<file path="src/include/rv_core_macros.svh">
// ----------------------------------------
// core configuration macros: boot address,
// data width and integer register count.
// ----------------------------------------
`ifndef RV_CORE_MACROS_SVH
`define RV_CORE_MACROS_SVH

// first fetch address after reset.
`define RV_BOOT_ADDR 32'h0000_0000

// data and address width.
`define RV_XLEN 32

// integer register file depth.
`define RV_REG_COUNT 32

`endif

</file>
<file path="src/design/rv_isa_pkg.sv">
// ----------------------------------------
// rv32i instruction-set types: major opcodes,
// branch conditions and alu functions.
// ----------------------------------------
package rv_isa_pkg;

    // major opcodes, inst[6:0].
    typedef enum logic [6:0] {
        LUI    = 7'b0110111,
        OP_IMM = 7'b0010011,
        OP     = 7'b0110011,
        BRANCH = 7'b1100011,
        JAL    = 7'b1101111,
        JALR   = 7'b1100111
    } opcode_e;

    // branch funct3.
    typedef enum logic [2:0] {
        BEQ = 3'b000,
        BNE = 3'b001,
        BLT = 3'b100,  // signed.
        BGE = 3'b101   // signed.
    } branch_e;

    // alu functions.
    typedef enum logic [2:0] {
        ADD    = 3'd0,
        SUB    = 3'd1,
        AND    = 3'd2,
        OR     = 3'd3,
        XOR    = 3'd4,
        PASS_B = 3'd5  // lui and jump link.
    } alu_e;

endpackage

</file>
<file path="src/design/rv_pipe_pkg.sv">
// ----------------------------------------
// pipeline types: fetch state and execute
// operation class.
// ----------------------------------------
package rv_pipe_pkg;

    // fetch sequencing.
    typedef enum logic [1:0] {
        REQUEST  = 2'd0,  // ready to issue a read.
        WAIT_MEM = 2'd1,  // read outstanding.
        HOLD     = 2'd2,  // instruction held for decode.
        STOPPED  = 2'd3   // waiting for a jump target.
    } fetch_state_e;

    // what execute does with an instruction.
    typedef enum logic [1:0] {
        ALU    = 2'd0,
        BRANCH = 2'd1,
        JUMP   = 2'd2,
        NONE   = 2'd3   // retires without effect.
    } exec_class_e;

endpackage

</file>
<file path="src/design/fetch_if.sv">
`timescale 1ns/1ps
// ----------------------------------------
// fetch to decode instruction channel.
// ----------------------------------------
`include "rv_core_macros.svh"

interface fetch_if;
    logic                inst_ready;      // one-cycle pulse.
    logic [`RV_XLEN-1:0] inst_code;
    logic [`RV_XLEN-1:0] cur_inst_addr;   // pc of inst_code.
    logic [`RV_XLEN-1:0] next_inst_addr;  // pc plus 4.
    logic                control_hazard;  // forward branch, predicted not taken.
    logic                next_en;         // decode can take one.

    modport fetch (
        output inst_ready, inst_code, cur_inst_addr, next_inst_addr, control_hazard,
        input  next_en
    );

    modport decode (
        input  inst_ready, inst_code, cur_inst_addr, next_inst_addr, control_hazard,
        output next_en
    );
endinterface

</file>
<file path="src/design/exec_if.sv">
`timescale 1ns/1ps
// ----------------------------------------
// decode to execute operands, plus writeback
// and redirect paths back up the pipe.
// ----------------------------------------
`include "rv_core_macros.svh"

interface exec_if;
    // ---- decode to execute ----
    logic                      valid;           // one-cycle pulse.
    logic [`RV_XLEN-1:0]       pc;
    rv_pipe_pkg::exec_class_e  op_class;
    rv_isa_pkg::alu_e          alu_op;
    rv_isa_pkg::branch_e       branch_cond;
    logic [`RV_XLEN-1:0]       rs1_val;
    logic [`RV_XLEN-1:0]       rs2_val;
    logic [`RV_XLEN-1:0]       imm;
    logic [4:0]                rd;
    logic                      use_imm;         // alu b operand is imm.
    logic                      control_hazard;  // predicted not taken.

    // ---- execute back to decode and fetch ----
    logic                      wb_en;
    logic [4:0]                wb_rd;
    logic [`RV_XLEN-1:0]       wb_data;
    logic                      jmp_en;          // redirect pulse.
    logic [`RV_XLEN-1:0]       jmp_pc;
    logic                      flush;           // wrong path, discard.

    modport decode (
        output valid, pc, op_class, alu_op, branch_cond, rs1_val, rs2_val, imm, rd,
               use_imm, control_hazard,
        input  wb_en, wb_rd, wb_data, flush
    );

    modport exec (
        input  valid, pc, op_class, alu_op, branch_cond, rs1_val, rs2_val, imm, rd,
               use_imm, control_hazard,
        output wb_en, wb_rd, wb_data, jmp_en, jmp_pc, flush
    );

    modport fetch (input jmp_en, jmp_pc, flush);
endinterface

</file>
<file path="src/design/inst_fetch.sv">
`timescale 1ns/1ps
// ----------------------------------------
// fetch stage: memory read sequencing, static
// branch prediction and redirect handling.
// ----------------------------------------
`include "rv_core_macros.svh"

module inst_fetch (
    input  logic                clk,
    input  logic                rst,
    fetch_if.fetch              fetch,
    exec_if.fetch               redirect,
    output logic                imem_read_en,
    output logic [`RV_XLEN-1:0] imem_addr,
    input  logic [`RV_XLEN-1:0] imem_data,
    input  logic                imem_ready
);

    rv_pipe_pkg::fetch_state_e state, state_nx;
    rv_isa_pkg::opcode_e       pred_op;
    logic [`RV_XLEN-1:0]       pc_next;     // next sequential read.
    logic [`RV_XLEN-1:0]       redir_addr;
    logic [`RV_XLEN-1:0]       pred_code;
    logic                      drop;        // outstanding read is wrong path.
    logic                      drop_nx;
    logic                      issue;
    logic                      capture;
    logic                      present;
    logic                      pred_stop;
    logic                      pred_hazard;

    // ---------------------------------------
    // static prediction on the fresh response or the held one.
    assign pred_code = (state == rv_pipe_pkg::WAIT_MEM) ? imem_data : fetch.inst_code;
    assign pred_op   = rv_isa_pkg::opcode_e'(pred_code[6:0]);
    // backward branches and jumps stop fetch.
    assign pred_stop = (pred_op == rv_isa_pkg::BRANCH && pred_code[31]) ||
                       pred_op == rv_isa_pkg::JAL || pred_op == rv_isa_pkg::JALR;
    assign pred_hazard = (pred_op == rv_isa_pkg::BRANCH) && !pred_code[31];

    assign redir_addr = redirect.jmp_en ? redirect.jmp_pc : pc_next;

    // ---------------------------------------
    always_comb begin
        state_nx = state;
        drop_nx  = drop;
        issue    = 1'b0;
        capture  = 1'b0;
        present  = 1'b0;
        case (state)
            rv_pipe_pkg::REQUEST: issue = fetch.next_en;
            rv_pipe_pkg::WAIT_MEM: begin
                if (imem_ready && (drop || redirect.flush)) begin
                    drop_nx  = 1'b0;                  // stale response, thrown away.
                    issue    = fetch.next_en;
                    state_nx = rv_pipe_pkg::REQUEST;
                end else if (imem_ready) begin
                    capture  = 1'b1;
                    present  = fetch.next_en;
                    state_nx = rv_pipe_pkg::HOLD;     // decode busy.
                end else if (redirect.flush) begin
                    drop_nx = 1'b1;                   // wait it out.
                end
            end
            rv_pipe_pkg::HOLD: begin
                if (redirect.flush) begin
                    issue    = fetch.next_en;         // held inst discarded.
                    state_nx = rv_pipe_pkg::REQUEST;
                end else begin
                    present = fetch.next_en;
                end
            end
            rv_pipe_pkg::STOPPED: begin
                if (redirect.jmp_en) begin
                    issue    = fetch.next_en;
                    state_nx = rv_pipe_pkg::REQUEST;
                end
            end
            default: state_nx = rv_pipe_pkg::REQUEST;
        endcase
        if (present) begin
            state_nx = pred_stop ? rv_pipe_pkg::STOPPED : rv_pipe_pkg::REQUEST;
        end
        if (issue) begin
            state_nx = rv_pipe_pkg::WAIT_MEM;
        end
    end

    // ---------------------------------------
    always_ff @(posedge clk or negedge rst) begin
        if (!rst) begin
            state                <= rv_pipe_pkg::REQUEST;
            drop                 <= 1'b0;
            imem_read_en         <= 1'b0;
            imem_addr            <= `RV_BOOT_ADDR;
            pc_next              <= `RV_BOOT_ADDR;
            fetch.inst_ready     <= 1'b0;
            fetch.control_hazard <= 1'b0;
        end else begin
            state            <= state_nx;
            drop             <= drop_nx;
            imem_read_en     <= issue;              // one pulse per read.
            fetch.inst_ready <= present;
            if (issue) begin
                imem_addr <= redir_addr;            // stable until imem_ready.
            end
            if (redirect.jmp_en) begin
                pc_next <= redirect.jmp_pc;
            end else if (capture) begin
                pc_next <= imem_addr + 4;
            end
            if (present) begin
                fetch.control_hazard <= pred_hazard;
            end
        end
    end

    // captured instruction.
    always_ff @(posedge clk) begin
        if (capture) begin
            fetch.inst_code      <= imem_data;
            fetch.cur_inst_addr  <= imem_addr;
            fetch.next_inst_addr <= imem_addr + 4;
        end
    end

endmodule

</file>
<file path="src/design/inst_decode.sv">
`timescale 1ns/1ps
// ----------------------------------------
// decode stage: register file, immediates and
// mapping to execute class and alu function.
// ----------------------------------------
`include "rv_core_macros.svh"

module inst_decode (
    input  logic     clk,
    input  logic     rst,
    fetch_if.decode  fetch,
    exec_if.decode   exec
);

    logic [`RV_XLEN-1:0]      regs [`RV_REG_COUNT];
    logic [`RV_XLEN-1:0]      inst;
    rv_isa_pkg::opcode_e      opcode;
    logic [2:0]               funct3;
    logic [`RV_XLEN-1:0]      imm_i, imm_u, imm_b, imm_j;
    logic [`RV_XLEN-1:0]      rs1_rd, rs2_rd;
    rv_pipe_pkg::exec_class_e d_class;
    rv_isa_pkg::alu_e         d_alu;
    logic [`RV_XLEN-1:0]      d_imm, d_a, d_b;
    logic                     d_use_imm;

    // x0 reads zero; same-cycle writeback is forwarded.
    function automatic logic [`RV_XLEN-1:0] read_reg(input logic [4:0]          idx,
                                                      input logic [`RV_XLEN-1:0] stored,
                                                      input logic                wb_en,
                                                      input logic [4:0]          wb_rd,
                                                      input logic [`RV_XLEN-1:0] wb_data);
        if (idx == 5'd0) begin
            return '0;
        end
        if (wb_en && wb_rd == idx) begin
            return wb_data;
        end
        return stored;
    endfunction

    // ---------------------------------------
    assign inst   = fetch.inst_code;
    assign opcode = rv_isa_pkg::opcode_e'(inst[6:0]);
    assign funct3 = inst[14:12];
    assign rs1_rd = read_reg(inst[19:15], regs[inst[19:15]], exec.wb_en, exec.wb_rd,
                             exec.wb_data);
    assign rs2_rd = read_reg(inst[24:20], regs[inst[24:20]], exec.wb_en, exec.wb_rd,
                             exec.wb_data);

    assign imm_i = {{20{inst[31]}}, inst[31:20]};
    assign imm_u = {inst[31:12], 12'b0};
    assign imm_b = {{19{inst[31]}}, inst[31], inst[7], inst[30:25], inst[11:8], 1'b0};
    assign imm_j = {{11{inst[31]}}, inst[31], inst[19:12], inst[20], inst[30:21], 1'b0};

    always_comb begin
        d_class   = rv_pipe_pkg::NONE;   // unsupported retires as nop.
        d_alu     = rv_isa_pkg::ADD;
        d_imm     = imm_i;
        d_use_imm = 1'b0;
        d_a       = rs1_rd;
        d_b       = rs2_rd;
        case (opcode)
            rv_isa_pkg::LUI: begin
                d_class   = rv_pipe_pkg::ALU;
                d_alu     = rv_isa_pkg::PASS_B;
                d_imm     = imm_u;
                d_use_imm = 1'b1;
            end
            rv_isa_pkg::OP_IMM: begin
                if (funct3 == 3'b000) begin      // addi only.
                    d_class   = rv_pipe_pkg::ALU;
                    d_use_imm = 1'b1;
                end
            end
            rv_isa_pkg::OP: begin
                d_class = rv_pipe_pkg::ALU;
                case (funct3)
                    3'b000:  d_alu = inst[30] ? rv_isa_pkg::SUB : rv_isa_pkg::ADD;
                    3'b100:  d_alu = rv_isa_pkg::XOR;
                    3'b110:  d_alu = rv_isa_pkg::OR;
                    3'b111:  d_alu = rv_isa_pkg::AND;
                    default: d_class = rv_pipe_pkg::NONE;
                endcase
            end
            rv_isa_pkg::BRANCH: begin
                d_class = rv_pipe_pkg::BRANCH;
                d_imm   = imm_b;
            end
            rv_isa_pkg::JAL, rv_isa_pkg::JALR: begin
                // target is a + imm, link goes through the alu b port.
                d_class = rv_pipe_pkg::JUMP;
                d_alu   = rv_isa_pkg::PASS_B;
                d_imm   = (opcode == rv_isa_pkg::JAL) ? imm_j : imm_i;
                d_a     = (opcode == rv_isa_pkg::JAL) ? fetch.cur_inst_addr : rs1_rd;
                d_b     = fetch.next_inst_addr;
            end
            default: d_class = rv_pipe_pkg::NONE;
        endcase
    end

    // ---------------------------------------
    assign fetch.next_en = !(fetch.inst_ready || exec.valid);  // one inst per stage.

    always_ff @(posedge clk or negedge rst) begin
        if (!rst) begin
            exec.valid <= 1'b0;
        end else begin
            exec.valid <= fetch.inst_ready && !exec.flush;      // drop on flush.
        end
    end

    always_ff @(posedge clk) begin
        if (fetch.inst_ready) begin
            exec.pc             <= fetch.cur_inst_addr;
            exec.op_class       <= d_class;
            exec.alu_op         <= d_alu;
            exec.branch_cond    <= rv_isa_pkg::branch_e'(funct3);
            exec.rs1_val        <= d_a;
            exec.rs2_val        <= d_b;
            exec.imm            <= d_imm;
            exec.rd             <= inst[11:7];
            exec.use_imm        <= d_use_imm;
            exec.control_hazard <= fetch.control_hazard;
        end
    end

    always_ff @(posedge clk) begin
        if (exec.wb_en && exec.wb_rd != 5'd0) begin
            regs[exec.wb_rd] <= exec.wb_data;
        end
    end

endmodule

</file>
<file path="src/design/inst_exec.sv">
`timescale 1ns/1ps
// ----------------------------------------
// execute stage: alu, branch resolution,
// redirect, writeback and retire report.
// ----------------------------------------
`include "rv_core_macros.svh"

module inst_exec (
    input  logic                clk,
    input  logic                rst,
    exec_if.exec                exec,
    output logic                retire_valid,
    output logic [`RV_XLEN-1:0] retire_pc,
    output logic [4:0]          retire_rd,
    output logic                retire_we,
    output logic [`RV_XLEN-1:0] retire_data
);

    logic [`RV_XLEN-1:0] op_b;
    logic [`RV_XLEN-1:0] alu_res;
    logic [`RV_XLEN-1:0] br_target;
    logic [`RV_XLEN-1:0] jp_target;
    logic                taken;
    logic                is_br;
    logic                is_jmp;
    logic                write_rd;

    assign op_b = exec.use_imm ? exec.imm : exec.rs2_val;

    always_comb begin
        case (exec.alu_op)
            rv_isa_pkg::ADD: alu_res = exec.rs1_val + op_b;
            rv_isa_pkg::SUB: alu_res = exec.rs1_val - op_b;
            rv_isa_pkg::AND: alu_res = exec.rs1_val & op_b;
            rv_isa_pkg::OR:  alu_res = exec.rs1_val | op_b;
            rv_isa_pkg::XOR: alu_res = exec.rs1_val ^ op_b;
            default:         alu_res = op_b;   // pass_b: lui, link.
        endcase
    end

    always_comb begin
        case (exec.branch_cond)
            rv_isa_pkg::BEQ: taken = exec.rs1_val == exec.rs2_val;
            rv_isa_pkg::BNE: taken = exec.rs1_val != exec.rs2_val;
            rv_isa_pkg::BLT: taken = $signed(exec.rs1_val) < $signed(exec.rs2_val);
            rv_isa_pkg::BGE: taken = $signed(exec.rs1_val) >= $signed(exec.rs2_val);
            default:         taken = 1'b0;
        endcase
    end

    // ---------------------------------------
    assign is_br     = exec.op_class == rv_pipe_pkg::BRANCH;
    assign is_jmp    = exec.op_class == rv_pipe_pkg::JUMP;
    assign write_rd  = (exec.op_class == rv_pipe_pkg::ALU || is_jmp) && exec.rd != 5'd0;
    assign br_target = taken ? exec.pc + exec.imm : exec.pc + 4;  // fall through if not.
    assign jp_target = (exec.rs1_val + exec.imm) & ~32'd1;

    always_ff @(posedge clk or negedge rst) begin
        if (!rst) begin
            retire_valid <= 1'b0;
            retire_we    <= 1'b0;
            exec.jmp_en  <= 1'b0;
            exec.flush   <= 1'b0;
        end else begin
            retire_valid <= exec.valid;
            retire_we    <= exec.valid && write_rd;
            // fetch waits on jumps and backward branches, whatever the outcome.
            exec.jmp_en  <= exec.valid && (is_jmp || (is_br && (taken || !exec.control_hazard)));
            // mispredicted forward branch.
            exec.flush   <= exec.valid && is_br && taken && exec.control_hazard;
        end
    end

    always_ff @(posedge clk) begin
        if (exec.valid) begin
            retire_pc   <= exec.pc;
            retire_rd   <= exec.rd;
            retire_data <= alu_res;
            exec.jmp_pc <= is_jmp ? jp_target : br_target;
        end
    end

    // register write lands with the retire report.
    assign exec.wb_en   = retire_we;
    assign exec.wb_rd   = retire_rd;
    assign exec.wb_data = retire_data;

endmodule

</file>
<file path="src/design/rv_core_top.sv">
`timescale 1ns/1ps
// ----------------------------------------
// rv32i core top: fetch, decode and execute
// wired to memory and retire ports.
// ----------------------------------------
`include "rv_core_macros.svh"

module rv_core_top (
    input  logic                clk,
    input  logic                rst,
    output logic                imem_read_en,
    output logic [`RV_XLEN-1:0] imem_addr,
    input  logic [`RV_XLEN-1:0] imem_data,
    input  logic                imem_ready,
    output logic                retire_valid,
    output logic [`RV_XLEN-1:0] retire_pc,
    output logic [4:0]          retire_rd,
    output logic                retire_we,
    output logic [`RV_XLEN-1:0] retire_data
);

    fetch_if f_if ();  // fetch to decode.
    exec_if  x_if ();  // decode to execute, and back.

    inst_fetch inst_fetch_inst (
        .clk          (clk),
        .rst          (rst),
        .fetch        (f_if.fetch),
        .redirect     (x_if.fetch),
        .imem_read_en (imem_read_en),
        .imem_addr    (imem_addr),
        .imem_data    (imem_data),
        .imem_ready   (imem_ready)
    );

    inst_decode inst_decode_inst (
        .clk   (clk),
        .rst   (rst),
        .fetch (f_if.decode),
        .exec  (x_if.decode)
    );

    inst_exec inst_exec_inst (
        .clk          (clk),
        .rst          (rst),
        .exec         (x_if.exec),
        .retire_valid (retire_valid),
        .retire_pc    (retire_pc),
        .retire_rd    (retire_rd),
        .retire_we    (retire_we),
        .retire_data  (retire_data)
    );

endmodule

</file>
<file path="config.mk">
export PLATFORM = sky130hd
export DESIGN_NAME = rv_core_top
export DESIGN_NICKNAME = d
export VERILOG_FILES = /design/src/design/rv_isa_pkg.sv /design/src/design/rv_pipe_pkg.sv /design/src/design/fetch_if.sv /design/src/design/exec_if.sv /design/src/design/inst_fetch.sv /design/src/design/inst_decode.sv /design/src/design/inst_exec.sv /design/src/design/rv_core_top.sv
export VERILOG_INCLUDE_DIRS = /design/src /design/src/include
export SDC_FILE = /design/constraint.sdc
export NUM_CORES = 2
export LEC_CHECK = 0
export BUFFER_PORTS_ARGS = -buffer_cell sky130_fd_sc_hd__buf_2
export CAP_MARGIN = 20
export CORE_UTILIZATION = 58
export DETAILED_ROUTE_END_ITERATION = 6
export MAX_ROUTING_LAYER = met4
export PLACE_DENSITY = 0.75
export SLEW_MARGIN = 0
export SYNTH_ARGS = -nofsm -noshare
export SYNTH_HDL_FRONTEND = slang
export SYNTH_SLANG_ARGS = --single-unit
</file>
<file path="constraint.sdc">
create_clock -name clk -period 14.8 [get_ports clk]
set_input_delay 2.22 -clock clk [delete_from_list [all_inputs] [get_ports clk]]
set_output_delay 2.22 -clock clk [all_outputs]
set_load 0.05 [all_outputs]
</file>
==> impl_metrics.py <==
metrics = {
    "outcome": {
        "failed_checks": "DRC",
        "run_status": "finished, violations left",
    },
    "grt": {
        "grt.total_usage": 0.357,
        "overflow": 0,
        "first_global_vias": 45500,
        "grt_start_max_net_pins": 132,
        "grt_antenna_before_repair": 15,
        "grt_pass1_wl_um": 313000,
    },
    "sta": {
        "period_minus_slack_ns": 5.55,
        "max_slew_margin": 0.218,
        "maxSlewViolCount": 0,
        "hold_viol": 0,
        "holdWs_ns": 0.452,
        "finalSetupViolCount": 0,
        "max_freq_mhz": 180,
        "grt_setup_unrepaired": "no",
        "final_min_period_over_clock_period": 0.375,
        "maximum_clock_skew_at_final_layout_ns": 0.0342,
        "setup_tns_final_ns": 0,
        "worst_slew_pin_slew_ns": 1.17,
    },
    "routing": {
        "drc": 24,
        "detail_route.first_pass.iterations": 7,
        "route.final.wire_length_um": 217000,
        "ant_nets": 0,
        "number_of_design_rule_violations_left_by_the_first_detailed_router_iteration": 6675,
        "vias_per_cell": 7.04,
        "dr_wl_cell_um": 33.2,
        "route.vias.total": 46000,
    },
    "clock_tree": {
        "cts_root_buffer": "clkbuf_16",
        "cts_post_setup_buffers_inserted": 0,
        "cts_tree": "done",
        "worstSkewPairLatency_ns": 0.80,
        "clock-sinks": 1447,
        "clock_tree.htree_level_count": 4,
        "hold_buffers": 0,
        "worst_setup_hold_path_clk_slew_ns": 0.06,
        "cts_made_buffers": 148,
        "clock_tree.buffer_depth": 3,
        "cts_resized": 0,
    },
    "layout": {
        "layout.filler_cells": 8465,
        "finish.cell_count_without_fillers": 6539,
        "postLayoutCoreUtil": 0.652,
        "area_growth_pct": 11.1,
        "drive_above_1_share": 0.245,
        "nets_finish": 5006,
    },
    "synthesis": {
        "synth_largest_type_area_fraction": 0.562,
        "post_synth_instance_area_sq_um": 72800,
        "synth-warning-count": 0,
        "netlist_instances": 4614,
        "yosysSeqAreaShare": 0.590,
        "ys_seq_elements": 1447,
        "synth_area_per_cell_sq_um": 15.8,
        "synth_ff_type": "edfxtp_1",
        "synth_area_leader_cell": "edfxtp_1",
        "synth.most_common_cell": "edfxtp_1",
        "post_synth_main_area_contributors": "edfxtp_1, mux4_2, ha_1",
        "ys_async_rst_share": 0.0518,
        "ys_types": 85,
        "commonest_cells_in_the_synthesized_netlist": "edfxtp_1, mux4_2, nand2_1",
        "count_of_flip_flops_with_a_built_in_enable_after_synthesis": 1362,
    },
    "placement": {
        "port-buffer-count": 138,
        "post-dp-hpwl_um": 124000,
        "routability_congestion": 0.941,
        "dpl.cell_count": 6254,
    },
    "run": {
        "maxCapViolCount": 0,
    },
    "power_and_ir_drop": {
        "vdd_drop_max_mv": 0.144,
        "p_leak_uw": 0.0276,
        "total_power_uw": 14700,
        "pwr_dens_nw_per_um2": 181,
    },
    "min_path": {
        "hold_path_class": "reg2reg",
    },
    "die": {
        "die-height_um": 356,
        "die-area_sq_um": 127000,
        "initial_core_util": 0.586,
        "io_pins": 139,
        "core_region_area_sq_um": 124000,
        "chipWidth_um": 356,
        "core.rowCount": 129,
    },
    "critical_path": {
        "stage_delay_of_the_slowest_cell_on_the_critical_path_ns": 0.55,
        "worst_path_class_setup": "reg2reg",
        "cp_cell_sequence": "buf_4 -> mux2i_2 -> ha_1 -> nand4_1 -> nor2_1 -> nand3_1 -> nor3_1 -> a21oi_1 -> xnor2_1 -> ha_1 -> o21ai_0 -> nand2b_1 -> a21oi_1 -> nor3_1 -> a221oi_1 -> o211a_1 -> or4_1 -> nand4_1",
        "end_kind": "register",
        "worstSetupStartpointType": "register",
        "timing.critical_path.fanout_max": 46,
        "crit_slowest_cell": "buf_4",
        "cp_data_required_time_ns": 15.43,
        "cp_data_arrival_time_ns": 6.17,
    },
}
worst max-delay path: cells and delay by family, from the launching register on:
family / cells / cell delay [ns]
AO/OA/AOI/OAI: 5 / 0.91
XOR/XNOR: 1 / 0.17
adder cells (fa/ha/maj): 2 / 0.69
buffers and inverters: 1 / 0.55
flip-flops: 1 / 0.32
multiplexers: 1 / 0.47
AND/OR/NAND/NOR: 8 / 2.23
through the flow:
step / cell area (sq um) / setup WS, ns
finish: 80900 / 9.25
global route: 80900 / 8.84
CTS: 80800 / 9.29
detailed placement: 75800 / 9.32
global placement: 75800 / 9.32
floorplan: 72900 / 8.57
path summary, 6_finish.rpt:
kind / slack (ns) / end / from / cells past startpoint
max reg2reg: 9.25 / inst_exec_inst.exec.wb_data[30] / inst_decode_inst.exec.use_imm / 18
max: 9.25 / inst_exec_inst.exec.wb_data[30] / inst_decode_inst.exec.use_imm / 18
min in group asynchronous: 1.36 / inst_fetch_inst.pc_next[10] / rst / 1
min: 0.45 / inst_exec_inst.exec.wb_rd[3] / inst_decode_inst.exec.rd[3] / 0
max in group asynchronous: 12.24 / inst_fetch_inst.fetch.inst_ready / rst / 2
min reg2reg: 0.45 / inst_exec_inst.exec.wb_rd[3] / inst_decode_inst.exec.rd[3] / 0
final cells by class:
class	instances	area, sq um	area share
sequential	1447	43000	0.532
multi-input combinational	2794	28700	0.354
clock buffer	183	3990	0.0494
tap	1637	2050	0.0253
timing repair buffer	250	1660	0.0206
clock inverter	90	972	0.0120
inverter	129	489	0.00605
antenna	9	22.5	0.000278
cell families after synthesis:
kind of cell / Yosys count / share of synthesized area
and+or+nand+nor: 839 / 0.0515
adders and majority gates: 201 / 0.0349
muxes: 774 / 0.217
DFF: 1447 / 0.590
xor gates and xnor gates: 164 / 0.0198
buffers and inverters: 404 / 0.0211
AOI/OAI and AO/OA: 784 / 0.0655
other: 1 / 0.0000515
registers in the layout (all words and copies together) (netlist names), 30 cells and up, named ones only:
signal	flops
inst_fetch_inst.imem_addr	32
inst_fetch_inst.fetch.inst_code	32
inst_decode_inst.regs	1024
inst_fetch_inst.pc_next	32
inst_decode_inst.exec.imm	32
inst_exec_inst.retire_pc	32
inst_exec_inst.exec.jmp_pc	32
inst_decode_inst.exec.rs1_val	32
inst_decode_inst.exec.pc	32
inst_decode_inst.exec.rs2_val	32
inst_fetch_inst.fetch.next_inst_addr	32
inst_fetch_inst.fetch.cur_inst_addr	30
inst_exec_inst.exec.wb_data	32
metal layers:
metal  wire length [um]  global-route usage  vias to the layer above
met5                  0                   -                        -
li1                   -                   -                    18800
met4              12100               0.170                        0
met1              77500               0.466                    23100
met3              26600              0.0792                      686
met2             101000               0.537                     3403
power by group:
part           switching [uW]  internal (uW)  leakage, uW
clock                    1640           2240      0.00244
sequential                507           5060       0.0134
combinational            2980           2220       0.0118
total                    5130           9530       0.0276
layout by cell type, fill, tap and decap left out, drive strengths merged, types with 57 or more instances in the layout:
master  Yosys  layout
a21oi     222     222
buf        86     250
clkbuf    189     183
clkinv      0      59
dfrtp      75      75
edfxtp   1362    1362
ha        198     198
inv       129     139
mux2i     131     131
mux4      640     640
nand2     363     363
nor2      238     238
o21a       57      57
o21ai     247     247
xnor2     102     102
xor2       62      62
(Power assumes the default switching activity.)
